## config.mk

```make
export PLATFORM = sky130hd
export DESIGN_NAME = ppu_pixel_fifo
export DESIGN_NICKNAME = d
export VERILOG_FILES = /design/src/source/ppu_pixel_fifo.sv
export SDC_FILE = /design/constraint.sdc
export NUM_CORES = 1
export LEC_CHECK = 0
export BUFFER_PORTS_ARGS = -buffer_cell sky130_fd_sc_hd__buf_4
export CAP_MARGIN = 25
export CORE_UTILIZATION = 50
export CTS_CLUSTER_DIAMETER = 100
export DETAILED_ROUTE_END_ITERATION = 10
export HOLD_SLACK_MARGIN = 0.05
export PLACE_DENSITY = 0.67
export SLEW_MARGIN = 15
export SYNTH_ARGS = -nofsm -noshare
export SYNTH_HDL_FRONTEND = slang
export SYNTH_SLANG_ARGS = --single-unit
```

## constraint.sdc

```tcl
create_clock -name clk -period 3.6 [get_ports clk]
set_input_delay 0.18 -clock clk [delete_from_list [all_inputs] [get_ports clk]]
set_output_delay 0.18 -clock clk [all_outputs]
set_load 0.005 [all_outputs]
```

## src/source/ppu_pixel_fifo.sv

```systemverilog
`timescale 1ns/10ps

module ppu_pixel_fifo (
    input  logic       clk,
    input  logic       rst,
    input  logic       xfer_start,
    input  logic       push,
    input  logic [7:0] row_lo,
    input  logic [7:0] row_hi,
    input  logic [7:0] bgp,
    output logic [1:0] pixel,
    output logic       valid
);

    logic [31:0] store;   // 16 colour indices, head in the top bits
    logic [4:0]  count;
    logic        shift;
    logic [4:0]  base;    // Fill level after this cycle's shift
    logic [15:0] row_pix;

    assign shift = (count != 5'd0);
    assign valid = shift;
    assign base  = count - {4'b0000, shift};

    // Leftmost pixel of the row is bit 7 of each plane
    always_comb
    begin
        for (int j = 0; j < 8; j++)
            row_pix[15 - 2 * j -: 2] = {row_hi[7 - j], row_lo[7 - j]};
    end

    always_ff @(posedge clk)
    begin
        if (rst || xfer_start)
        begin
            count <= '0;
            store <= '0;
        end
        else
        begin
            count <= base + (push ? 5'd8 : 5'd0);
            if (push)
                store <= (shift ? store << 2 : store) | ({row_pix, 16'h0000} >> {base, 1'b0});
            else if (shift)
                store <= store << 2; // Zeros refill the tail
        end
    end

    assign pixel = bgp[{store[31:30], 1'b0} +: 2]; // Palette lookup

endmodule

```

==> impl_metrics.yaml <==
outcome:
  status: "complete, no violations"
job:
  maxCapViolations: 0
logic_synthesis:
  synth.area.top_cells: "dfxtp_1 (31%), mux2i_1 (13%), nand2_1 (6.1%)"
  syn_inst: 275
  seq_area_frac_synth_pct: 30.7
  yosysTopAreaCell: "dfxtp_1"
  postSynthAreaPerCell_um2: 8.79
  ys_ff_latch: 37
  yosysTopAreaCellShare_pct: 30.7
  synth_edf_count: 0
  synth.top_cells.by_count: "nand2_1 (39), dfxtp_1 (37), mux2i_1 (32)"
  syn_area_um2: 2420
  synth_cell_type_count: 47
  yosysWarnings: 0
  synthFlopType: "dfxtp_1"
  yosysMostFrequentCell: "nand2_1"
  synthArstFlopShare_pct: 0
  synth_fp_nets: 307
cells_and_area:
  drive_above_1_share_pct: 21.9
  fin_nets: 333
  syn2layout_area_growth_pct: 14.7
  num_antenna_cells: 0
route:
  route.vias.total: 2171
  wl_per_cell_um: 17.6
  drtPass1Iterations: 4
  via_per_inst: 6.13
  wl_um: 6250
  ant_nets: 0
  drcViolationCount: 0
  drtIter0Drc: 224
hold_path:
  min_from: "row_hi[7]"
  min_path_cells: 3
  min_to: "store[31]$_SDFF_PP0_"
  hold_class: "in -> reg"
floorplanning:
  io_pins: 31
  start_util_pct: 53.6
  die_area_um2: 5110
  fp-row-count: 24
  die_h_um: 71.5
  die_w_um: 71.5
  core_um2: 4500
timing:
  worstMarginPinSlew_ns: 0.824
  max_freq_ghz: 0.341
  rsz0062_at_grt: "no"
  finalSetupViolations: 0
  period_share_pct: 81.4
  final_max_slew_viol_count: 0
  tns_ns: 0
  hold_viol: 0
  slew-limit-headroom_pct: 45.1
  min_period_ns: 2.93
  clock_skew_ns: 0.00718
worst_setup_path:
  reg2reg_to: "store[5]$_SDFF_PP0_"
  r2r_slack_ns: 0.67
  worst_setup_path_start_kind: "register"
  crit_required_ns: 3.79
  crit_type: "reg -> reg"
  arrival_ns: 3.12
  reg2reg_from: "count[3]$_SDFF_PP0_"
  crit_fanout: 9
  end_kind: "register"
  rr_worst_depth: 10
clock_network:
  cts_sinks: 37
  ctsHoldBuffers: 0
  path_clk_slew_ns: 0.08
  cts_setup_buffers: 0
  numCtsBuffers: 5
  root_buffer: "clkbuf_8"
  htreeDepth: 2
  clock_path_buffers: 2
  cts_resized: 0
  tritoncts: "done"
  clk_latency_ns: 0.30
global_route:
  antenna_found_initial: 0
  grt.total_usage_pct: 26.0
  grt_overflow: 0
  grt_pass1_vias: 2003
  grt_pass1_wl_um: 10300
  grt_max_degree: 33
placement:
  place_hpwl_um: 4620
  place_congestion: 0.903
  port_buffers: 30
how the worst max path moves through the flow:
stage	start	endpoint	cells after the start
2_1_floorplan	count[3]$_SDFF_PP0_	store[15]$_SDFF_PP0_	11
3_3_place_gp	count[3]$_SDFF_PP0_	store[5]$_SDFF_PP0_	10
3_5_place_dp	count[3]$_SDFF_PP0_	store[5]$_SDFF_PP0_	9
4_1_cts	count[3]$_SDFF_PP0_	store[5]$_SDFF_PP0_	9
5_1_grt	count[3]$_SDFF_PP0_	store[5]$_SDFF_PP0_	10
6_report	count[3]$_SDFF_PP0_	store[5]$_SDFF_PP0_	10
kinds of logic after synthesis:
group,synth area share [%]
mux,21.5
xor+xnor,3.26
compound gates,15.0
flops,30.7
fa+ha+maj,2.07
simple gates,21.6
buf+inv,5.90
placed cells by master, fill, tap and decap left out, types with 2 or more instances in the layout:
| cell | n |
|---|---|
| nand2_1 | 39 |
| buf_4 | 38 |
| dfxtp_1 | 37 |
| mux2i_1 | 32 |
| nor2_1 | 16 |
| a21oi_1 | 15 |
| nand3_1 | 14 |
| o21ai_0 | 9 |
| o22ai_1 | 9 |
| a31oi_1 | 8 |
| nor3_1 | 7 |
| mux2_2 | 7 |
| nand4_1 | 7 |
| clkbuf_8 | 6 |
| and2_1 | 5 |
| inv_1 | 4 |
| nor2b_1 | 4 |
| ha_1 | 4 |
| mux4_2 | 3 |
| xnor2_1 | 3 |
| nor3b_4 | 2 |
| a221o_1 | 2 |
| o22a_1 | 2 |
| o211ai_1 | 2 |
| a21o_1 | 2 |
| nand2b_1 | 2 |
| mux4_1 | 2 |
| o221ai_1 | 2 |
| a41oi_1 | 2 |
cell type report:
class	instances	area, µm²
clock buffer	6	82.6
timing repair buffer	38	285
inverter	6	26.3
tap	52	65.1
fill	394	1730
multi-input combinational	213	1530
clock inverter	2	37.5
sequential	37	741
sequential cells by signal, summed over array words and instances (netlist names):
register  cells
store        32
count         5
critical path: stages (launching register included):
cell	delay, ns
dfxtp_1	0.42
nor3_1	0.16
and2_1	0.19
clkinv_2	0.07
ha_1	0.21
ha_1	0.27
xnor2_1	0.62
nor2_1	0.25
nand4_1	0.29
nor3_1	0.10
a211o_1	0.24
layer usage:
metal	track usage, %	share of wire [%]	up-vias
met5	0	0	-
met4	7.19	1.1	0
met3	4.36	8.0	8
met2	39.2	43	110
met1	38.7	48	1001
li1	-	-	1052
stage by stage:
stage	worst slack [ns]	util (%)	hold slack, ns	instances	instance area (µm²)
3_3_place_gp	0.761	58.8	0.464	346	2650
3_5_place_dp	0.734	58.8	0.468	346	2650
5_1_grt	0.484	61.5	0.229	354	2770
6_report	0.671	61.5	0.235	354	2770
4_1_cts	0.709	61.5	0.227	354	2770
2_1_floorplan	0.715	-	0.344	275	2420
Power is not shown: default switching activity piles up to over one toggle a cycle in this logic, so the estimate is an artifact.
