$ cat src/source/ppu_pkg.sv
package ppu_pkg;

    ////////////////////////////////////////////////////////////
    // Line and frame timing
    ////////////////////////////////////////////////////////////
    localparam logic [15:0] H_TOTAL  = 16'd456; // Cycles per line
    localparam logic [7:0]  V_TOTAL  = 8'd154;  // Lines per frame
    localparam logic [7:0]  V_ACTIVE = 8'd144;
    localparam logic [7:0]  H_OAM    = 8'd80;   // Mode 2 length
    localparam logic [7:0]  H_XFER   = 8'd168;  // Mode 3 length
    localparam logic [7:0]  H_PIXELS = 8'd160;
    localparam logic [7:0]  HS_START = 8'd76;
    localparam logic [7:0]  HS_LEN   = 8'd4;
    localparam logic [7:0]  VS_LINE  = 8'd153;

    ////////////////////////////////////////////////////////////
    // Bus map
    ////////////////////////////////////////////////////////////
    localparam logic [15:0] REG_LCDC  = 16'hFF40;
    localparam logic [15:0] REG_STAT  = 16'hFF41;
    localparam logic [15:0] REG_SCY   = 16'hFF42;
    localparam logic [15:0] REG_SCX   = 16'hFF43;
    localparam logic [15:0] REG_LY    = 16'hFF44;
    localparam logic [15:0] REG_BGP   = 16'hFF47;
    localparam logic [15:0] VRAM_BASE = 16'h8000;
    localparam logic [15:0] VRAM_LAST = 16'h9FFF;

    // Offsets inside video RAM
    localparam logic [12:0] MAP0          = 13'h1800;
    localparam logic [12:0] MAP1          = 13'h1C00;
    localparam logic [12:0] TILE_UNSIGNED = 13'h0000;
    localparam logic [12:0] TILE_SIGNED   = 13'h1000; // Signed tile id around this point

    localparam logic [7:0] BGP_RESET = 8'hFC;

    typedef enum logic [1:0] {
        MODE_HBLANK = 2'd0,
        MODE_VBLANK = 2'd1,
        MODE_OAM    = 2'd2,
        MODE_XFER   = 2'd3
    } ppu_mode_e;

    typedef enum logic [3:0] {
        F_MAP_ADDR, F_MAP_READ, F_LO_ADDR, F_LO_READ,
        F_HI_ADDR, F_HI_READ, F_WAIT, F_PUSH, F_IDLE
    } fetch_state_e;

endpackage

$ cat src/source/ppu_regs.sv
`timescale 1ns/10ps

module ppu_regs (
    input  logic               clk,
    input  logic               rst,
    input  logic [15:0]        a,
    input  logic [7:0]         d_wr,
    input  logic               rd,
    input  logic               wr,
    input  ppu_pkg::ppu_mode_e mode,
    input  logic [7:0]         ly,
    input  logic [7:0]         vram_q,
    output logic [7:0]         d_rd,
    output logic               cpu_vram_sel,
    output logic               lcd_en,
    output logic               map_sel,
    output logic               tile_sel,
    output logic [7:0]         scx,
    output logic [7:0]         scy,
    output logic [7:0]         bgp
);
    import ppu_pkg::*;

    logic [7:0] lcdc;
    logic [7:0] reg_q;     // Register read value for current address
    logic       vram_ok;   // CPU may touch video RAM this cycle
    logic       vram_pend; // Video RAM read data arrives this cycle
    logic [7:0] rd_hold;

    assign cpu_vram_sel = (a >= VRAM_BASE) && (a <= VRAM_LAST);
    assign vram_ok      = cpu_vram_sel && (mode != MODE_XFER);

    assign lcd_en   = lcdc[7];
    assign tile_sel = lcdc[4]; // 1 = unsigned ids from 0000
    assign map_sel  = lcdc[3]; // 1 = map at 1C00

    always_comb
    begin
        case (a)
            REG_LCDC: reg_q = lcdc;
            REG_STAT: reg_q = {6'b000000, mode}; // Mode bits only
            REG_SCY:  reg_q = scy;
            REG_SCX:  reg_q = scx;
            REG_LY:   reg_q = ly;
            REG_BGP:  reg_q = bgp;
            default:  reg_q = 8'hFF;
        endcase
    end

    ////////////////////////////////////////////////////////////
    // Register writes
    ////////////////////////////////////////////////////////////
    always_ff @(posedge clk)
    begin
        if (rst)
        begin
            lcdc      <= 8'h00;
            scy       <= 8'h00;
            scx       <= 8'h00;
            bgp       <= BGP_RESET;
            vram_pend <= 1'b0;
        end
        else
        begin
            vram_pend <= rd && vram_ok;
            if (wr)
            begin
                case (a)
                    REG_LCDC: lcdc <= d_wr;
                    REG_SCY:  scy  <= d_wr;
                    REG_SCX:  scx  <= d_wr;
                    REG_BGP:  bgp  <= d_wr;
                    default:  ; // STAT mode and LY are read-only
                endcase
            end
        end
    end

    ////////////////////////////////////////////////////////////
    // Read data path
    ////////////////////////////////////////////////////////////
    always_ff @(posedge clk)
    begin
        if (vram_pend)
            rd_hold <= vram_q; // Keep RAM byte after its cycle
        if (rd && !vram_ok)
            rd_hold <= cpu_vram_sel ? 8'hFF : reg_q; // Blocked during xfer
    end

    // RAM data is one cycle late, so pass it straight through once
    assign d_rd = vram_pend ? vram_q : rd_hold;

endmodule

$ cat config.mk
export PLATFORM = sky130hd
export DESIGN_NAME = ppu_regs
export DESIGN_NICKNAME = d
export VERILOG_FILES = /design/src/source/ppu_pkg.sv /design/src/source/ppu_regs.sv
export SDC_FILE = /design/constraint.sdc
export NUM_CORES = 1
export LEC_CHECK = 0
export ABC_AREA = 1
export BUFFER_PORTS_ARGS = -buffer_cell sky130_fd_sc_hd__buf_2
export CAP_MARGIN = 15
export CORE_MARGIN = 3
export CORE_UTILIZATION = 54
export CTS_CLUSTER_SIZE = 24
export DETAILED_ROUTE_END_ITERATION = 12
export PLACE_DENSITY_LB_ADDON = 0.25
export SYNTH_ARGS = -nofsm -noshare
export SYNTH_HDL_FRONTEND = slang
export SYNTH_SLANG_ARGS = --single-unit
$ cat constraint.sdc
create_clock -name clk -period 3.3 [get_ports clk]
set_input_delay 0.66 -clock clk [delete_from_list [all_inputs] [get_ports clk]]
set_output_delay 0.66 -clock clk [all_outputs]
set_load 0.05 [all_outputs]
==> reports/metrics.cfg <==
[grt]
vias_in_the_first_global_route=2256
antenna_found_initial=0
global_route_wire_length_before_repair_um=10000
total_overflow_reported_by_the_global_router=0
grt_start_max_net_pins=36
grtUsageTotal=0.239

[synth]
async_set_or_reset_register_ratio_after_synthesis=0
yosys_register_bits=41
top_count_cell_post_synth=sky130_fd_sc_hd__nand2_1
postSynth.topFlopCell=sky130_fd_sc_hd__dfxtp_1
synthesis.area_um2=2430
synth_top_cell_area_share=0.337
syn_inst=366
ys.warnings.count=0
synth_common_cells=93 x sky130_fd_sc_hd__nand2_1, 59 x sky130_fd_sc_hd__inv_1, 41 x sky130_fd_sc_hd__dfxtp_1, 41 x sky130_fd_sc_hd__nand3_1, 29 x sky130_fd_sc_hd__nor2_1
netlist_top_cells_area=sky130_fd_sc_hd__dfxtp_1 34%, sky130_fd_sc_hd__nand2_1 14%, sky130_fd_sc_hd__inv_1 9.1%, sky130_fd_sc_hd__nand3_1 8.4%, sky130_fd_sc_hd__nor2_1 4.5%
synthesis.area_per_instance_um2=6.65
syn-num-nets=412
netlist-cell-type-count=25
post-synth-top-area-cell=sky130_fd_sc_hd__dfxtp_1
synth_enable_flop_cells=0
synth_sequential_area_ratio=0.337

[layout]
antenna_cells_inserted=0
layout.filler_cells=393
syn2layout_area_growth_pct=21.1
post_layout_nonfiller_instances=495
final_cell_area_um2=2950
final_nets=490
drive_above_1_share=0.297

[power_and_ir_drop]
power_per_cell_area_nw_per_um2=345
switching_power_as_a_share_of_total_power=0.234
p_switching_w=0.000238
total_leakage_power_nw=1.43
relative_contribution_of_combinational_cells_to_total_power=0.098
internal_power_w=0.000777
irDropWorstVdd_mv=0.284
clock_power_share=0.413
power.share.sequential=0.489

[drt]
post_drt_wl_per_cell_um=12.4
routed_via_density=5.05
overall_routed_net_length_um=6140
detailed_router_iteration_count_before_antenna_repair=4
drcViolationCount=0
postRouteAntennaNets=0
drtIter0Drc=117
routed-via-count=2500

[sta]
slew_viol_final=0
timing.final.crit_share=0.647
worst_clock_skew_ns=0.00615
final.min_clock_period_ns=2.14
maxClockFrequency_mhz=468
worst_slew_pin_slew_ns=0.654
setup-violations-final=0
timing.setup.tns_ns=0
slew-limit-headroom=0.564
grt_setup_unrepaired=no
hold_viol=0

[clocking]
clkLatencyLatePin_ns=0.30
tritoncts=built
holdBufCountCts=0
cts.repair_timing.setup_buffer_count=0
htreeDepth=2
number_of_buffers_created_by_cts=5
cts-resized-gates=0
max-clock-path-buffers=2
clock_sink_count=41
cts.root.buffer_cell=sky130_fd_sc_hd__clkbuf_8
clk_pin_slew_worst_paths_ns=0.08

[setup_path]
required_ns=2.64
cp_max_fo=16
rr_startpoint=vram_pend
crit_path_dat_ns=1.48
reg2reg_to=rd_hold[4]
worst-r2r-cell-count=5
regToRegSetupSlack_ns=2.14
cp-start-kind=flip-flop
worst_setup_path_end_kind=primary output
critPathKind=flip-flop to primary output

[floorplan]
initial_core_util=0.583
chipHeight_um=73.1
chipWidth_um=73.1
pin_count=82
placeableCoreArea_um2=4170
placementRows=23
die_area_um2=5350

[min_path]
hold_path_depth=2
worstHoldEndpoint=lcdc[5]
min_path_type=flip-flop to flip-flop
min_from=lcdc[5]

[placement]
placedInstanceArea_um2=2830
numPortBuffers=81
post-dp-hpwl_um=4690
post-place-cells=487
globalplace.congestion=0.800

[run]
max-cap-violations=0

[run_status]
outcome=finished, final reports clean

[cell type report]
cell class	instances	area (um2)	area share
timing repair buffer	81	405	0.138
sequential	41	821	0.279
clock buffer	7	86.3	0.0293
clock inverter	1	30.0	0.0102
tap	50	62.6	0.0212
multi-input combinational	251	1300	0.441
inverter	64	241	0.0820
[power groups by stage]
| stage | Clock (W) | Combinational (W) | Sequential, W |
|---|---|---|---|
| 2_1_floorplan | 0 | 0.0000521 | 0.000508 |
| 3_3_place_gp | 0 | 0.0000967 | 0.000508 |
| 3_5_place_dp | 0 | 0.0000979 | 0.000508 |
| 4_1_cts | 0.000424 | 0.0000990 | 0.000496 |
| 5_1_grt | 0.000445 | 0.000110 | 0.000497 |
| 6_report | 0.000419 | 0.0000992 | 0.000497 |
[per-layer routing]
layer | GRT usage | part of all wire
met1 | 0.291 | 0.43
met2 | 0.414 | 0.49
met3 | 0.0565 | 0.075
met4 | 0.0717 | 0.010
met5 | 0 | 0
[through the flow]
| stage | hold slack [ns] | power, W | worst slack, ns | utilization |
|---|---|---|---|---|
| floorplan | 0.444 | 0.000560 | 1.16 | - |
| global placement | 0.451 | 0.000605 | 1.28 | 0.678 |
| detailed placement | 0.458 | 0.000606 | 1.23 | 0.678 |
| CTS | 0.470 | 0.00102 | 1.16 | 0.706 |
| global route | 0.499 | 0.00105 | 1.03 | 0.706 |
| finish | 0.471 | 0.00102 | 1.16 | 0.706 |
[worst max-delay path by stage]
| stage | depth (start not counted) | to | from |
|---|---|---|---|
| 3_5_place_dp | 11 | rd_hold[5] | a[10] |
| 2_1_floorplan | 9 | rd_hold[2] | a[13] |
| 4_1_cts | 3 | d_rd[4] | vram_pend |
| 5_1_grt | 3 | d_rd[4] | vram_pend |
| 3_3_place_gp | 11 | rd_hold[5] | a[11] |
| 6_report | 3 | d_rd[4] | vram_pend |
[cell usage in the layout, fill, tap and decap left out, types with 9 or more instances in the layout]
cell type                 instances
sky130_fd_sc_hd__dfxtp_1         41
sky130_fd_sc_hd__nand3_1         41
sky130_fd_sc_hd__o21ai_0         18
sky130_fd_sc_hd__a21oi_1         20
sky130_fd_sc_hd__nand3_2          9
sky130_fd_sc_hd__inv_1           59
sky130_fd_sc_hd__nand2_1         93
sky130_fd_sc_hd__nor2_1          29
sky130_fd_sc_hd__buf_2           81
sky130_fd_sc_hd__o21ai_1         10
[state kept, by name, summed over array words and instances (netlist names)]
| register | flops |
|---|---|
| bgp | 8 |
| lcdc | 8 |
| rd_hold | 8 |
| scx | 8 |
| scy | 8 |
| vram_pend | 1 |
[worst max-delay path, cell delays in order, from the launching register on]
cell                      delay [ns]
sky130_fd_sc_hd__dfxtp_1        0.60
sky130_fd_sc_hd__o21ai_0        0.24
sky130_fd_sc_hd__inv_1          0.08
sky130_fd_sc_hd__buf_2          0.26
[kinds of logic after synthesis]
kind of cell | after synthesis | synth area share
AOI/OAI and AO/OA | 55 | 0.127
buffers and inverters | 74 | 0.129
DFF | 41 | 0.337
and+or+nand+nor | 196 | 0.407
No activity file was read; power rests on OpenSTA's default activity.
