<file path="src/source/ppu_pkg.sv">
package ppu_pkg;

    ////////////////////////////////////////////////////////////
    // Line and frame timing
    ////////////////////////////////////////////////////////////
    localparam logic [15:0] H_TOTAL  = 16'd456; // Cycles per line
    localparam logic [7:0]  V_TOTAL  = 8'd154;  // Lines per frame
    localparam logic [7:0]  V_ACTIVE = 8'd144;
    localparam logic [7:0]  H_OAM    = 8'd80;   // Mode 2 length
    localparam logic [7:0]  H_XFER   = 8'd168;  // Mode 3 length
    localparam logic [7:0]  H_PIXELS = 8'd160;
    localparam logic [7:0]  HS_START = 8'd76;
    localparam logic [7:0]  HS_LEN   = 8'd4;
    localparam logic [7:0]  VS_LINE  = 8'd153;

    ////////////////////////////////////////////////////////////
    // Bus map
    ////////////////////////////////////////////////////////////
    localparam logic [15:0] REG_LCDC  = 16'hFF40;
    localparam logic [15:0] REG_STAT  = 16'hFF41;
    localparam logic [15:0] REG_SCY   = 16'hFF42;
    localparam logic [15:0] REG_SCX   = 16'hFF43;
    localparam logic [15:0] REG_LY    = 16'hFF44;
    localparam logic [15:0] REG_BGP   = 16'hFF47;
    localparam logic [15:0] VRAM_BASE = 16'h8000;
    localparam logic [15:0] VRAM_LAST = 16'h9FFF;

    // Offsets inside video RAM
    localparam logic [12:0] MAP0          = 13'h1800;
    localparam logic [12:0] MAP1          = 13'h1C00;
    localparam logic [12:0] TILE_UNSIGNED = 13'h0000;
    localparam logic [12:0] TILE_SIGNED   = 13'h1000; // Signed tile id around this point

    localparam logic [7:0] BGP_RESET = 8'hFC;

    typedef enum logic [1:0] {
        MODE_HBLANK = 2'd0,
        MODE_VBLANK = 2'd1,
        MODE_OAM    = 2'd2,
        MODE_XFER   = 2'd3
    } ppu_mode_e;

    typedef enum logic [3:0] {
        F_MAP_ADDR, F_MAP_READ, F_LO_ADDR, F_LO_READ,
        F_HI_ADDR, F_HI_READ, F_WAIT, F_PUSH, F_IDLE
    } fetch_state_e;

endpackage

</file>
<file path="src/source/ppu_bg_fetcher.sv">
`timescale 1ns/10ps

module ppu_bg_fetcher (
    input  logic        clk,
    input  logic        rst,
    input  logic        xfer_start,
    input  logic [7:0]  ly,
    input  logic [7:0]  scx,
    input  logic [7:0]  scy,
    input  logic        map_sel,
    input  logic        tile_sel,
    input  logic [7:0]  vram_q,
    output logic [12:0] fetch_addr,
    output logic        push,
    output logic [7:0]  row_lo,
    output logic [7:0]  row_hi
);
    import ppu_pkg::*;

    localparam logic [4:0] LAST_COL = 5'(H_PIXELS / 8 - 1);

    fetch_state_e state;
    fetch_state_e cur;      // Step being executed this cycle
    fetch_state_e nxt;
    logic [4:0]   col;
    logic [4:0]   col_eff;
    logic [7:0]   tile_id;
    logic [7:0]   y_pos;    // Line inside the 256 pixel map
    logic [4:0]   x_tile;
    logic [12:0]  map_addr;
    logic [12:0]  lo_addr;

    // Line start overrides whatever the fetcher was doing
    assign cur     = xfer_start ? F_MAP_ADDR : state;
    assign col_eff = xfer_start ? 5'd0 : col;

    ////////////////////////////////////////////////////////////
    // Address generation
    ////////////////////////////////////////////////////////////
    assign y_pos    = ly + scy;
    assign x_tile   = col_eff + scx[7:3]; // Wraps at 32 tiles
    assign map_addr = (map_sel ? MAP1 : MAP0) + {3'b000, y_pos[7:3], x_tile};
    assign lo_addr  = (tile_sel ? TILE_UNSIGNED : TILE_SIGNED)
                    + {(tile_sel ? 1'b0 : tile_id[7]), tile_id, y_pos[2:0], 1'b0};

    always_comb
    begin
        case (cur)
            F_LO_ADDR: fetch_addr = lo_addr;
            F_HI_ADDR: fetch_addr = {lo_addr[12:1], 1'b1}; // Hi plane follows lo
            default:   fetch_addr = map_addr;
        endcase
    end

    always_comb
    begin
        case (cur)
            F_MAP_ADDR: nxt = F_MAP_READ;
            F_MAP_READ: nxt = F_LO_ADDR;
            F_LO_ADDR:  nxt = F_LO_READ;
            F_LO_READ:  nxt = F_HI_ADDR;
            F_HI_ADDR:  nxt = F_HI_READ;
            F_HI_READ:  nxt = F_WAIT;
            F_WAIT:     nxt = F_PUSH;
            F_PUSH:     nxt = (col_eff == LAST_COL) ? F_IDLE : F_MAP_ADDR;
            default:    nxt = F_IDLE;
        endcase
    end

    always_ff @(posedge clk)
    begin
        if (rst)
        begin
            state <= F_IDLE;
            col   <= '0;
        end
        else
        begin
            state <= nxt;
            if (xfer_start)
                col <= '0;
            else if (cur == F_PUSH)
                col <= (col == LAST_COL) ? 5'd0 : col + 5'd1;
        end
    end

    // Fetched bytes
    always_ff @(posedge clk)
    begin
        case (cur)
            F_MAP_READ: tile_id <= vram_q;
            F_LO_READ:  row_lo  <= vram_q;
            F_HI_READ:  row_hi  <= vram_q;
            default:    ;
        endcase
    end

    assign push = (cur == F_PUSH);

endmodule

</file>
<file path="config.mk">
export PLATFORM = sky130hd
export DESIGN_NAME = ppu_bg_fetcher
export DESIGN_NICKNAME = d
export VERILOG_FILES = /design/src/source/ppu_pkg.sv /design/src/source/ppu_bg_fetcher.sv
export SDC_FILE = /design/constraint.sdc
export NUM_CORES = 1
export LEC_CHECK = 0
export BUFFER_PORTS_ARGS = -buffer_cell sky130_fd_sc_hd__clkbuf_2
export CELL_PAD_IN_SITES_DETAIL_PLACEMENT = 1
export CELL_PAD_IN_SITES_GLOBAL_PLACEMENT = 2
export CORE_MARGIN = 3
export CORE_UTILIZATION = 32
export CTS_CLUSTER_DIAMETER = 150
export DETAILED_ROUTE_END_ITERATION = 12
export GPL_TIMING_DRIVEN = 0
export PLACE_DENSITY_LB_ADDON = 0.1
export SYNTH_ARGS = -nofsm -noshare
export SYNTH_HDL_FRONTEND = slang
export SYNTH_SLANG_ARGS = --single-unit
export TNS_END_PERCENT = 1
</file>
<file path="constraint.sdc">
create_clock -name clk -period 3.3 [get_ports clk]
set_clock_uncertainty 0.05 [all_clocks]
set_input_delay 0.165 -clock clk [delete_from_list [all_inputs] [get_ports clk]]
set_output_delay 0.165 -clock clk [all_outputs]
set_load 0.02 [all_outputs]
</file>
==> reports/summary.txt <==
remaining global-route overflow -> 0
final slew viol count -> 0
cells taking the most area after synthesis -> edfxtp_1, dfxtp_1, ha_1
source-to-sink clock delay at the later pin of the worst-skew pair -> 0.28 ns
part of the power in combinational logic -> 0.156
setup repair after global routing missed its margin -> false
Post-CTS Setup Inserts -> 0
HP Class -> in -> reg
switching part of the total power -> 0.2347
summed negative setup slack over all endpoints -> 0 ns
Switch Pwr -> 225.4 µW
actual slew at the worst max-slew pin -> 0.8081 ns
number of warnings reported in the yosys synthesis log -> 0
library cells used by synthesis -> 49
max-cap violation count -> 0
IO Count -> 67
total core area -> 0.005574 mm²
ratio of routed vias to standard cells -> 4.939
Num Clock Sinks -> 33
first-pass iteration count of the detailed router -> 4
sequential fraction of design power -> 0.472
mapped cell area -> 0.001872 mm²
Vert. Die Dim -> 82.48 µm
power per cell area -> 401.9 mW/mm²
cell leakage power -> 1.028 nW
final period utilization -> 0.7478
clock power share -> 0.372
Worst Hold Path Cells -> 1
logic depth of the worst setup path including buffers -> 9
status -> completed
CP max FO -> 5
dominant cell type by area after synthesis -> edfxtp_1
Post-Syn Area per Cell -> 10.95 µm²
commonest register cell after synthesis -> edfxtp_1
initial standard-cell utilization of the core -> 0.3358
detailed placer's ending HPWL -> 3709 µm
complex-gate fraction of the synthesized area -> 0.1384
final weighted congestion of routability-driven global placement -> 0.7806
die area -> 0.006803 mm²
first-pass GRT wire length -> 7072 µm
Tot GR Track Use -> 0.1372
most numerous cell in the Yosys netlist -> edfxtp_1
maximum clock frequency -> 405.2 MHz
number of placement rows -> 27
Antenna Nets Post-Route -> 0
post-synthesis net count -> 222
number of buffers on the longest clock path -> 2
placed instance area -> 0.002277 mm²
area added between synthesis and finish -> 27.61%
post-layout power -> 960.0 µW
Clock Pin Slew Worst Setup and Hold Paths -> 0.06 ns
worst path arrival time -> 2.25 ns
Clock Tree Root -> clkbuf_8
share of async-settable or async-resettable flops after synthesis -> 0
share of synthesized area occupied by flip-flops and latches -> 0.4813
share of synthesized area spent on multiplexers -> 0.01136
XOR/XNOR share of the synthesized area -> 0.06484
htree depth -> 2
fraction of final layout cells sized beyond drive strength 1 -> 0.3347
register bit count reported by yosys -> 33
worst setup path category -> reg -> out
area share of and/or/nand/nor cells after synthesis -> 0.1671
crit-path cells -> nor2b_1 -> ha_1 -> inv_1 -> fa_1 -> nor2b_1 -> o21a_1 -> o21ai_0 -> a31oi_1 -> clkbuf_2
clock tree from TritonCTS -> yes
Critical Path Max Stage Delay -> 0.41 ns
routed wire length per instance -> 14.35 µm
via count of the first global-routing pass -> 1528
share of synthesized cell area in full adder, half adder and majority cells -> 0.1016
violation count after the first detailed-route iteration -> 12
total of buffers placed on input and output ports -> 63
final routed wirelength across all metal layers -> 4507 µm
design internal power -> 734.7 µW
number of hold violations in the final report -> 0
number of DRC violations after detailed routing -> 0
Worst setup EP type -> output pin
largest vdd supply drop -> 0.2855 mV
max-slew headroom at the worst pin -> 0.4593
total non-filler cell area in the finished layout -> 0.002389 mm²
total vias in the final route -> 1551
Crit path required time -> 3.08 ns
synthesized netlist cell count -> 171
largest net degree at the start of global routing -> 11
Synth top area share -> 0.3850
largest family of logic cells by synthesized area -> simple AND/OR/NAND/NOR gates
Max stage delay cell, worst path -> dfxtp_1
post-cts sizing count -> 0
EDFF count, synth -> 24
number of buffers created by CTS -> 5
cell family with most CP delay -> adder cells
hold-fix buffer count after cts -> 0
number of antenna violations at the first check in global routing -> 0
cell depth of the worst flop-to-flop path -> 3
WP buf/inv -> 2
Antenna diodes -> 0
startpoint class of the critical path -> flip-flop
# setup viols final -> 0
shortest period the worst path allows -> 2.468 ns
ranking of synthesized cells by instance count -> edfxtp_1, nor2_1, nand2_1
Die Width -> 82.48 µm
Final Net Count -> 292
Top cell by count, worst path -> nor2b_1
[metrics by stage]
step	std cells	utilization	setup WS, ns	hold slack [ns]
after floorplan	171	-	1.262	0.1874
after global placement	306	0.4085	1.022	0.3190
after detailed placement	306	0.4085	0.9765	0.3254
after CTS	314	0.4276	0.8182	0.02937
after global routing	314	0.4285	0.5797	0.02919
final	314	0.4285	0.8324	0.03988
[cell type report]
class | instances | area (µm²)
Sequential cell | 33 | 900.9
Clock inverter | 2 | 33.78
Buffer | 6 | 40.04
Fill cell | 646 | 3186
Clock buffer | 6 | 72.57
Timing Repair Buffer | 63 | 315.3
Inverter | 7 | 26.28
Multi-Input combinational cell | 125 | 909.6
Tap cell | 72 | 90.09
[sequential cells by signal, summed over array words and instances, names as in the netlist]
name / count
row_lo: 8
state: 4
col: 5
tile_id: 8
row_hi: 8
[power groups by stage]
| stage | combinational [mW] | sequential [mW] | clock [mW] |
|---|---|---|---|
| after detailed placement | 0.152 | 0.462 | 0 |
| after CTS | 0.152 | 0.453 | 0.368 |
| after floorplan | 0.0929 | 0.461 | 0 |
| after global routing | 0.168 | 0.453 | 0.385 |
| after global placement | 0.148 | 0.462 | 0 |
| final | 0.150 | 0.453 | 0.357 |
[path summary, 6_finish.rpt]
path             start       endpoint  slack (ns)
max             col[0]  fetch_addr[4]        0.83
min          vram_q[7]      row_hi[7]        0.04
max reg2reg   state[0]      row_lo[6]        1.36
min reg2reg     col[4]         col[4]        0.53
[placed cells by master (no fill, tap or decap), types with 3 or more instances in the layout]
master | netlist | layout
o21ai_0 | 4 | 4
nand3_1 | 4 | 4
edfxtp_1 | 24 | 24
inv_1 | 7 | 7
nand2b_1 | 3 | 3
xor2_1 | 7 | 7
nor2_1 | 16 | 16
ha_1 | 12 | 12
nor2b_1 | 5 | 5
nand2_1 | 14 | 14
a21oi_1 | 12 | 12
clkbuf_2 | 0 | 63
clkbuf_8 | 0 | 5
and3_1 | 3 | 3
dfxtp_1 | 9 | 9
xnor2_1 | 5 | 5
[kinds of logic after synthesis]
family	after synthesis
xor+xnor	13
mux	2
simple gates	59
buf+inv	13
compound gates	37
flops	33
fa+ha+maj	14
[routing by layer]
metal	up-vias	track usage	routed length [µm]
met5	-	0	0
met4	0	0.04983	62
met3	6	0.02820	180
met2	38	0.2348	2256
met1	734	0.1696	2007
li1	773	-	-
No activity file was read; power rests on OpenSTA's default activity.
