### src/source/ppu_pkg.sv
package ppu_pkg;

    ////////////////////////////////////////////////////////////
    // Line and frame timing
    ////////////////////////////////////////////////////////////
    localparam logic [15:0] H_TOTAL  = 16'd456; // Cycles per line
    localparam logic [7:0]  V_TOTAL  = 8'd154;  // Lines per frame
    localparam logic [7:0]  V_ACTIVE = 8'd144;
    localparam logic [7:0]  H_OAM    = 8'd80;   // Mode 2 length
    localparam logic [7:0]  H_XFER   = 8'd168;  // Mode 3 length
    localparam logic [7:0]  H_PIXELS = 8'd160;
    localparam logic [7:0]  HS_START = 8'd76;
    localparam logic [7:0]  HS_LEN   = 8'd4;
    localparam logic [7:0]  VS_LINE  = 8'd153;

    ////////////////////////////////////////////////////////////
    // Bus map
    ////////////////////////////////////////////////////////////
    localparam logic [15:0] REG_LCDC  = 16'hFF40;
    localparam logic [15:0] REG_STAT  = 16'hFF41;
    localparam logic [15:0] REG_SCY   = 16'hFF42;
    localparam logic [15:0] REG_SCX   = 16'hFF43;
    localparam logic [15:0] REG_LY    = 16'hFF44;
    localparam logic [15:0] REG_BGP   = 16'hFF47;
    localparam logic [15:0] VRAM_BASE = 16'h8000;
    localparam logic [15:0] VRAM_LAST = 16'h9FFF;

    // Offsets inside video RAM
    localparam logic [12:0] MAP0          = 13'h1800;
    localparam logic [12:0] MAP1          = 13'h1C00;
    localparam logic [12:0] TILE_UNSIGNED = 13'h0000;
    localparam logic [12:0] TILE_SIGNED   = 13'h1000; // Signed tile id around this point

    localparam logic [7:0] BGP_RESET = 8'hFC;

    typedef enum logic [1:0] {
        MODE_HBLANK = 2'd0,
        MODE_VBLANK = 2'd1,
        MODE_OAM    = 2'd2,
        MODE_XFER   = 2'd3
    } ppu_mode_e;

    typedef enum logic [3:0] {
        F_MAP_ADDR, F_MAP_READ, F_LO_ADDR, F_LO_READ,
        F_HI_ADDR, F_HI_READ, F_WAIT, F_PUSH, F_IDLE
    } fetch_state_e;

endpackage

### src/source/ppu_timing.sv
`timescale 1ns/10ps

module ppu_timing (
    input  logic                clk,
    input  logic                rst,
    input  logic                lcd_en,
    output ppu_pkg::ppu_mode_e  mode,
    output logic [7:0]          ly,
    output logic                xfer_start,
    output logic                hs,
    output logic                vs
);
    import ppu_pkg::*;

    logic [15:0] h_cnt; // Dot within the line
    logic [7:0]  v_cnt; // Line within the frame

    always_ff @(posedge clk)
    begin
        if (rst || !lcd_en)
        begin
            h_cnt <= '0;
            v_cnt <= '0;
        end
        else if (h_cnt == H_TOTAL - 1)
        begin
            h_cnt <= '0;
            v_cnt <= (v_cnt == V_TOTAL - 1) ? 8'd0 : v_cnt + 8'd1;
        end
        else
        begin
            h_cnt <= h_cnt + 16'd1;
        end
    end

    // Mode follows directly from the counters
    always_comb
    begin
        if (!lcd_en)
            mode = MODE_HBLANK;
        else if (v_cnt >= V_ACTIVE)
            mode = MODE_VBLANK;
        else if (h_cnt < H_OAM)
            mode = MODE_OAM;
        else if (h_cnt < H_OAM + H_XFER)
            mode = MODE_XFER;
        else
            mode = MODE_HBLANK;
    end

    assign ly         = v_cnt;
    assign xfer_start = lcd_en && (v_cnt < V_ACTIVE) && (h_cnt == H_OAM); // First xfer dot
    assign hs         = lcd_en && (h_cnt >= HS_START) && (h_cnt < HS_START + HS_LEN);
    assign vs         = lcd_en && (v_cnt == VS_LINE);

endmodule

### config.mk
export PLATFORM = sky130hd
export DESIGN_NAME = ppu_timing
export DESIGN_NICKNAME = d
export VERILOG_FILES = /design/src/source/ppu_pkg.sv /design/src/source/ppu_timing.sv
export SDC_FILE = /design/constraint.sdc
export NUM_CORES = 1
export LEC_CHECK = 0
export BUFFER_PORTS_ARGS = -buffer_cell sky130_fd_sc_hd__buf_2
export CAP_MARGIN = 20
export CORE_ASPECT_RATIO = 0.5
export CORE_MARGIN = 1.5
export CORE_UTILIZATION = 35
export DETAILED_ROUTE_END_ITERATION = 8
export PLACE_DENSITY = 0.55
export SYNTH_ARGS = -nofsm -noshare
export SYNTH_HDL_FRONTEND = slang
export SYNTH_SLANG_ARGS = --single-unit
### constraint.sdc
create_clock -name clk -period 1.69 [get_ports clk]
set_input_delay 0.0845 -clock clk [delete_from_list [all_inputs] [get_ports clk]]
set_output_delay 0.0845 -clock clk [all_outputs]
set_load 0.05 [all_outputs]
==> flow_metrics.tcl, run 1 <==
set metrics [dict create \
    status "finished with violations" \
    violations "setup timing" \
    rr_endpoint "ly[6]$_SDFFE_PP0P_" \
    yosysMostFrequentCell "dfxtp_1" \
    p_per_area_nw_per_um2 528.0 \
    max_freq_mhz 481.9 \
    netlist_area_um2 1341 \
    routed_via_density 4.937 \
    irDropWorstVdd_v 0.0002308 \
    grt_pass1_wl_mm 5.071 \
    ant_nets 0 \
    area_growth_pct 41.04 \
    crit_fanout 2 \
    synthCells 150 \
    num_rows 15 \
    core_um2 3547 \
    ys.flop_type "dfxtp_1" \
    die_w_um 90.55 \
    rsz0062_at_grt "yes" \
    wirelength_mm 3.217 \
    ys_ff_latch 24 \
    worst_hold_slack_ns 0.2198 \
    slew_headroom_pct 77.20 \
    p_leak_uw 0.0007499 \
    max_slew.worst_pin.slew_ns 0.3372 \
    drc 0 \
    finalHoldViolCount 0 \
    synth-edff-count 0 \
    grt_max_degree 15 \
    cts_hold_buf 0 \
    cts_tree "done" \
    io_pins 16 \
    synth_area_per_cell_um2 8.942 \
    cp.arrival_ns 1.99 \
    critPathKind "flip-flop to output port" \
    clk_latency_ns 0.26 \
    place_inst 245 \
    clkTransAtPathRegs_ns 0.08 \
    rrSetupSlack_ns 0.06 \
    yosys-top-cells-count "24 x dfxtp_1, 15 x nor2_1, 11 x nand2_1" \
    place.gp.congestion 0.8730 \
    fin_ws_ns -0.3850 \
    worstSetupEndpointType "output port" \
    numCtsBuffers 3 \
    cts_root_buf "clkbuf_8" \
    drt_first_pass_iters 4 \
    min_path_type "input pin to flip-flop" \
    die_h_um 46.78 \
    final_area_um2 1892 \
    drive_gt1_share_pct 42.79 \
    hold_start "rst" \
    yosysTopAreaCell "dfxtp_1" \
    num_antenna_cells 0 \
    crit_required_ns 1.61 \
    hold_path_depth 3 \
    fin_crit_ns 2.075 \
    reg2reg_depth 5 \
    cts_max_path_buffers 2 \
    dp_hpwl_mm 2.397 \
    initial_core_util_pct 37.81 \
    rr_startpoint "h_cnt[14]$_SDFF_PP0_" \
    antenna_found_initial 0 \
    synth.top_cells.by_area "dfxtp_1 36%, xnor2_1 5.2%, ha_1 4.7%" \
    drt-initial-drc-count 46 \
    whs_endpoint "ly[6]$_SDFFE_PP0P_" \
    vias 1244 \
    drv_slew 0 \
    final_nets 210 \
    critPathLaunchType "flip-flop" \
    ys_seq_area_share_pct 35.82 \
    cts-htree-levels 1 \
    final.setup.tns_ns -0.7331 \
    finalSetupViolations 2 \
    instances_no_fill 252 \
    syn_nets 158 \
    wl_per_cell_um 12.77 \
    synth.distinct_cells 49 \
    total_power_uw 998.9 \
    grt_pass1_vias 1082 \
    fin_crit_sh_pct 122.8 \
    port_buffers 15 \
    synth-async-reset-ratio_pct 0 \
    grt.total_usage_pct 15.87 \
    grt-ovfl-total 0 \
    cts_num_sinks 24 \
    dpl_cell_area_um2 1739 \
    synth_top_area_share_pct 35.82 \
    synth-warning-count 0 \
    die_area_um2 4235 \
    maxCapViolations 0 \
    skew_ns 0.004289 \
]
==> flip-flops by register name, summed over array words and instances (netlist names) <==
register,cells
ly,8
h_cnt,16
==> logic make-up (layout without fill, tap and decap cells) <==
group,count (synthesis),in the layout,synth area share (%)
AO/OA/AOI/OAI,25,25,12.78
flip-flops,24,24,35.82
buffers and inverters,11,62,3.451
adder cells (fa/ha/maj),5,5,4.664
AND/OR/NAND/NOR,72,72,34.61
multiplexers,1,1,0.8395
XOR/XNOR,12,12,7.836
==> how the worst max path moves through the flow <==
stage	startpoint	endpoint	slack [ns]	depth (start not counted)
6_report	h_cnt[14]$_SDFF_PP0_	xfer_start	-0.39	5
5_1_grt	h_cnt[14]$_SDFF_PP0_	xfer_start	-0.45	5
3_5_place_dp	h_cnt[14]$_SDFF_PP0_	xfer_start	-0.14	5
2_1_floorplan	h_cnt[14]$_SDFF_PP0_	xfer_start	-0.30	4
3_3_place_gp	h_cnt[14]$_SDFF_PP0_	xfer_start	-0.14	5
4_1_cts	h_cnt[14]$_SDFF_PP0_	xfer_start	-0.36	5
==> layout by cell type, fill, tap and decap left out, drive strengths merged, types with 5 or more instances in the layout <==
| master | n |
|---|---|
| buf | 51 |
| dfxtp | 24 |
| nor2 | 15 |
| nand2 | 11 |
| xnor2 | 8 |
| inv | 7 |
| nand3 | 6 |
| a21oi | 6 |
| nor3 | 6 |
| ha | 5 |
| nor4 | 5 |
==> timing repair <==
action / CTS / global route
pin swaps: 1 / 6
buffers inserted: 0 / 5
gates resized for setup: 13 / 13
setup endpoints to repair: 7 / 23
==> power breakdown <==
| part | internal (uW) | switching, uW | total, uW |
|---|---|---|---|
| sequential | 566 | 1.50 | 567 |
| clock | 208 | 175 | 383 |
| combinational | 20.8 | 27.7 | 48.4 |
==> worst max-delay path, cell delays in order, from the launching register on <==
cell and delay, ns:
dfxtp_2 0.34, nor4_4 0.28, nand4b_1 0.20, or4b_4 0.56, nor4_4 0.16, buf_6 0.19
==> metal layers <==
| layer | up-vias | wire (um) | track usage [%] |
|---|---|---|---|
| met2 | 25 | 1442 | 25.71 |
| met3 | 4 | 122 | 4.531 |
| met1 | 574 | 1628 | 21.14 |
| li1 | 641 | - | - |
| met4 | 0 | 24 | 5.079 |
| met5 | - | 0 | 0 |
==> cell type report <==
class                      instances  area, um2
tap                               51      63.81
sequential                        24      494.2
timing repair buffer              51      385.4
fill                             319       1655
clock buffer                       4      55.05
inverter                           7      26.28
multi-input combinational        115      867.1
==> through the flow <==
stage               setup slack [ns]  utilization, %
CTS                          -0.3568           51.82
detailed placement           -0.1426           49.03
global placement             -0.1375           49.03
global route                 -0.4487           53.33
finish                       -0.3850           53.33
floorplan                    -0.2987               -
No activity file was read; power rests on OpenSTA's default activity.
==> run 2, diff against run 1 <==
--- a/config.mk
+++ b/config.mk
@@ -11,7 +11,7 @@
 export CORE_MARGIN = 1.5
 export CORE_UTILIZATION = 35
 export DETAILED_ROUTE_END_ITERATION = 8
-export PLACE_DENSITY = 0.55
+export PLACE_DENSITY = 0.54
 export SYNTH_ARGS = -nofsm -noshare
 export SYNTH_HDL_FRONTEND = slang
 export SYNTH_SLANG_ARGS = --single-unit
==> constraint.sdc (replaced) <==
create_clock -name clk -period 2.3 [get_ports clk]
set_input_delay 0.115 -clock clk [delete_from_list [all_inputs] [get_ports clk]]
set_output_delay 0.115 -clock clk [all_outputs]
set_load 0.05 [all_outputs]
==> run 2 against run 1 <==
  * The flow now finishes without violations
  * Critical path depth did not move
  * Worst setup slack better by 0.48 ns
  * Global-route usage shrank 1.7 points
==> flow_metrics.tcl, run 2 (synthesis results as in run 1) <==
set metrics [dict create \
    status "finished clean" \
    grt_pass1_wl_mm 4.616 \
    dp_hpwl_mm 2.056 \
    worstSetupEndpointType "output port" \
    num_antenna_cells 0 \
    cts-htree-levels 1 \
    numCtsBuffers 3 \
    drv_slew 0 \
    routed_via_density 5.146 \
    p_leak_uw 0.0005962 \
    seq_power_share_pct 60.7 \
    drt-initial-drc-count 34 \
    grt-ovfl-total 0 \
    cp.arrival_ns 2.09 \
    grt.total_usage_pct 14.19 \
    maxCapViolations 0 \
    drt_first_pass_iters 4 \
    wl_per_cell_um 12.83 \
    die_w_um 90.55 \
    finalHoldViolCount 0 \
    drc 0 \
    grt_max_degree 17 \
    regArea_um2 481.7 \
    slew_headroom_pct 67.68 \
    ant_nets 0 \
    cts_max_path_buffers 2 \
    switchingPower_uw 146.9 \
    final_common_cell "dfxtp_1" \
    comb_power_share_pct 3.9 \
    dpl_cell_area_um2 1480 \
    critPathKind "flip-flop to output port" \
    cts_num_sinks 24 \
    fin_crit_sh_pct 95.69 \
    fill_cells 346 \
    place.gp.congestion 0.8047 \
    min_path_type "input pin to flip-flop" \
    die_area_um2 4235 \
    final_nets 178 \
    worst_hold_slack_ns 0.2281 \
    top_register "h_cnt" \
    internal_power_uw 543.7 \
    wirelength_mm 2.810 \
    num_rows 15 \
    vias 1127 \
    finalSetupViolations 0 \
    crit_fanout 5 \
    p_clk_share_pct 35.4 \
    cts_root_buf "clkbuf_8" \
    skew_ns 0.001450 \
    critPathLaunchType "flip-flop" \
    clkTransAtPathRegs_ns 0.08 \
    largest_reg_flops 16 \
    io_pins 16 \
    p_per_area_nw_per_um2 447.3 \
    port_buffers 15 \
    final_area_um2 1544 \
    switching_share_pct 21.27 \
    drive_gt1_share_pct 22.62 \
    cts_tree "done" \
    core_um2 3547 \
    initial_core_util_pct 37.81 \
    die_h_um 46.78 \
    max_slew.worst_pin.slew_ns 0.4811 \
    fin_crit_ns 2.201 \
    clk_latency_ns 0.26 \
    max_freq_mhz 454.4 \
    area_growth_pct 15.11 \
    final_cell_mix "23 x dfxtp_1, 15 x nor2_1, 14 x buf_2" \
    antenna_found_initial 0 \
    cts_hold_buf 0 \
    irDropWorstVdd_v 0.0001754 \
    multiInputGateArea_um2 819.5 \
    crit_required_ns 2.18 \
    grt_pass1_vias 970 \
]
## run 2: final timing paths
kind	slack (ns)	depth (start not counted)	from	to
max	0.1	5	h_cnt[14]$_SDFF_PP0_	xfer_start
max reg2reg	0.34	5	h_cnt[1]$_SDFF_PP0_	ly[7]$_SDFFE_PP0P_
min	0.23	3	rst	ly[6]$_SDFFE_PP0P_
min reg2reg	0.48	1	h_cnt[0]$_SDFF_PP0_	h_cnt[0]$_SDFF_PP0_
## run 2: metrics by stage
stage | setup TNS, ns | setup WS [ns] | util, % | cells | total power (uW)
global route | -0.004564 | -0.004564 | 43.53 | 219 | 723.2
floorplan | 0 | 0.1507 | - | 150 | 444.3
CTS | 0 | 0.01152 | 43.07 | 217 | 706.4
detailed placement | 0 | 0.2539 | 41.73 | 214 | 454.8
finish | 0 | 0.09920 | 43.53 | 219 | 690.6
global placement | 0 | 0.2718 | 41.73 | 214 | 454.7
## run 2: cell type report
| type | count | area share, % |
|---|---|---|
| sequential | 24 | 31.20 |
| timing repair buffer | 19 | 7.212 |
| multi-input combinational | 115 | 53.08 |
| tap | 51 | 4.133 |
| inverter | 7 | 1.702 |
| clock buffer | 3 | 2.674 |
## run 2: timing repair
action / 4_1_cts / 5_1_grt
gates cloned: 0 / 0
endpoints found under the setup margin: 1 / 2
buffers inserted: 0 / 2
hold endpoints to repair: 0 / 0
pin swaps: 0 / 2
gates resized for setup: 2 / 1
## run 2: power groups by stage
stage	clock [uW]	combinational [uW]	sequential, uW
floorplan	0	15.9	428
CTS	261	25.7	419
finish	245	26.8	419
global route	274	29.4	420
detailed placement	0	25.8	429
global placement	0	25.7	429
## run 2: critical path: stages (launching register included)
cell	delay [ns]
dfxtp_2	0.36
nor4_4	0.34
nand4b_1	0.16
or4b_4	0.53
nor4_4	0.23
buf_6	0.19
## run 2: routing by layer
metal	global-route usage, %	vias to the layer above	wire, um
met4	3.492	0	0
met5	0	-	0
met1	19.69	520	1482
met3	4.369	0	159
met2	21.95	26	1168
li1	-	581	-
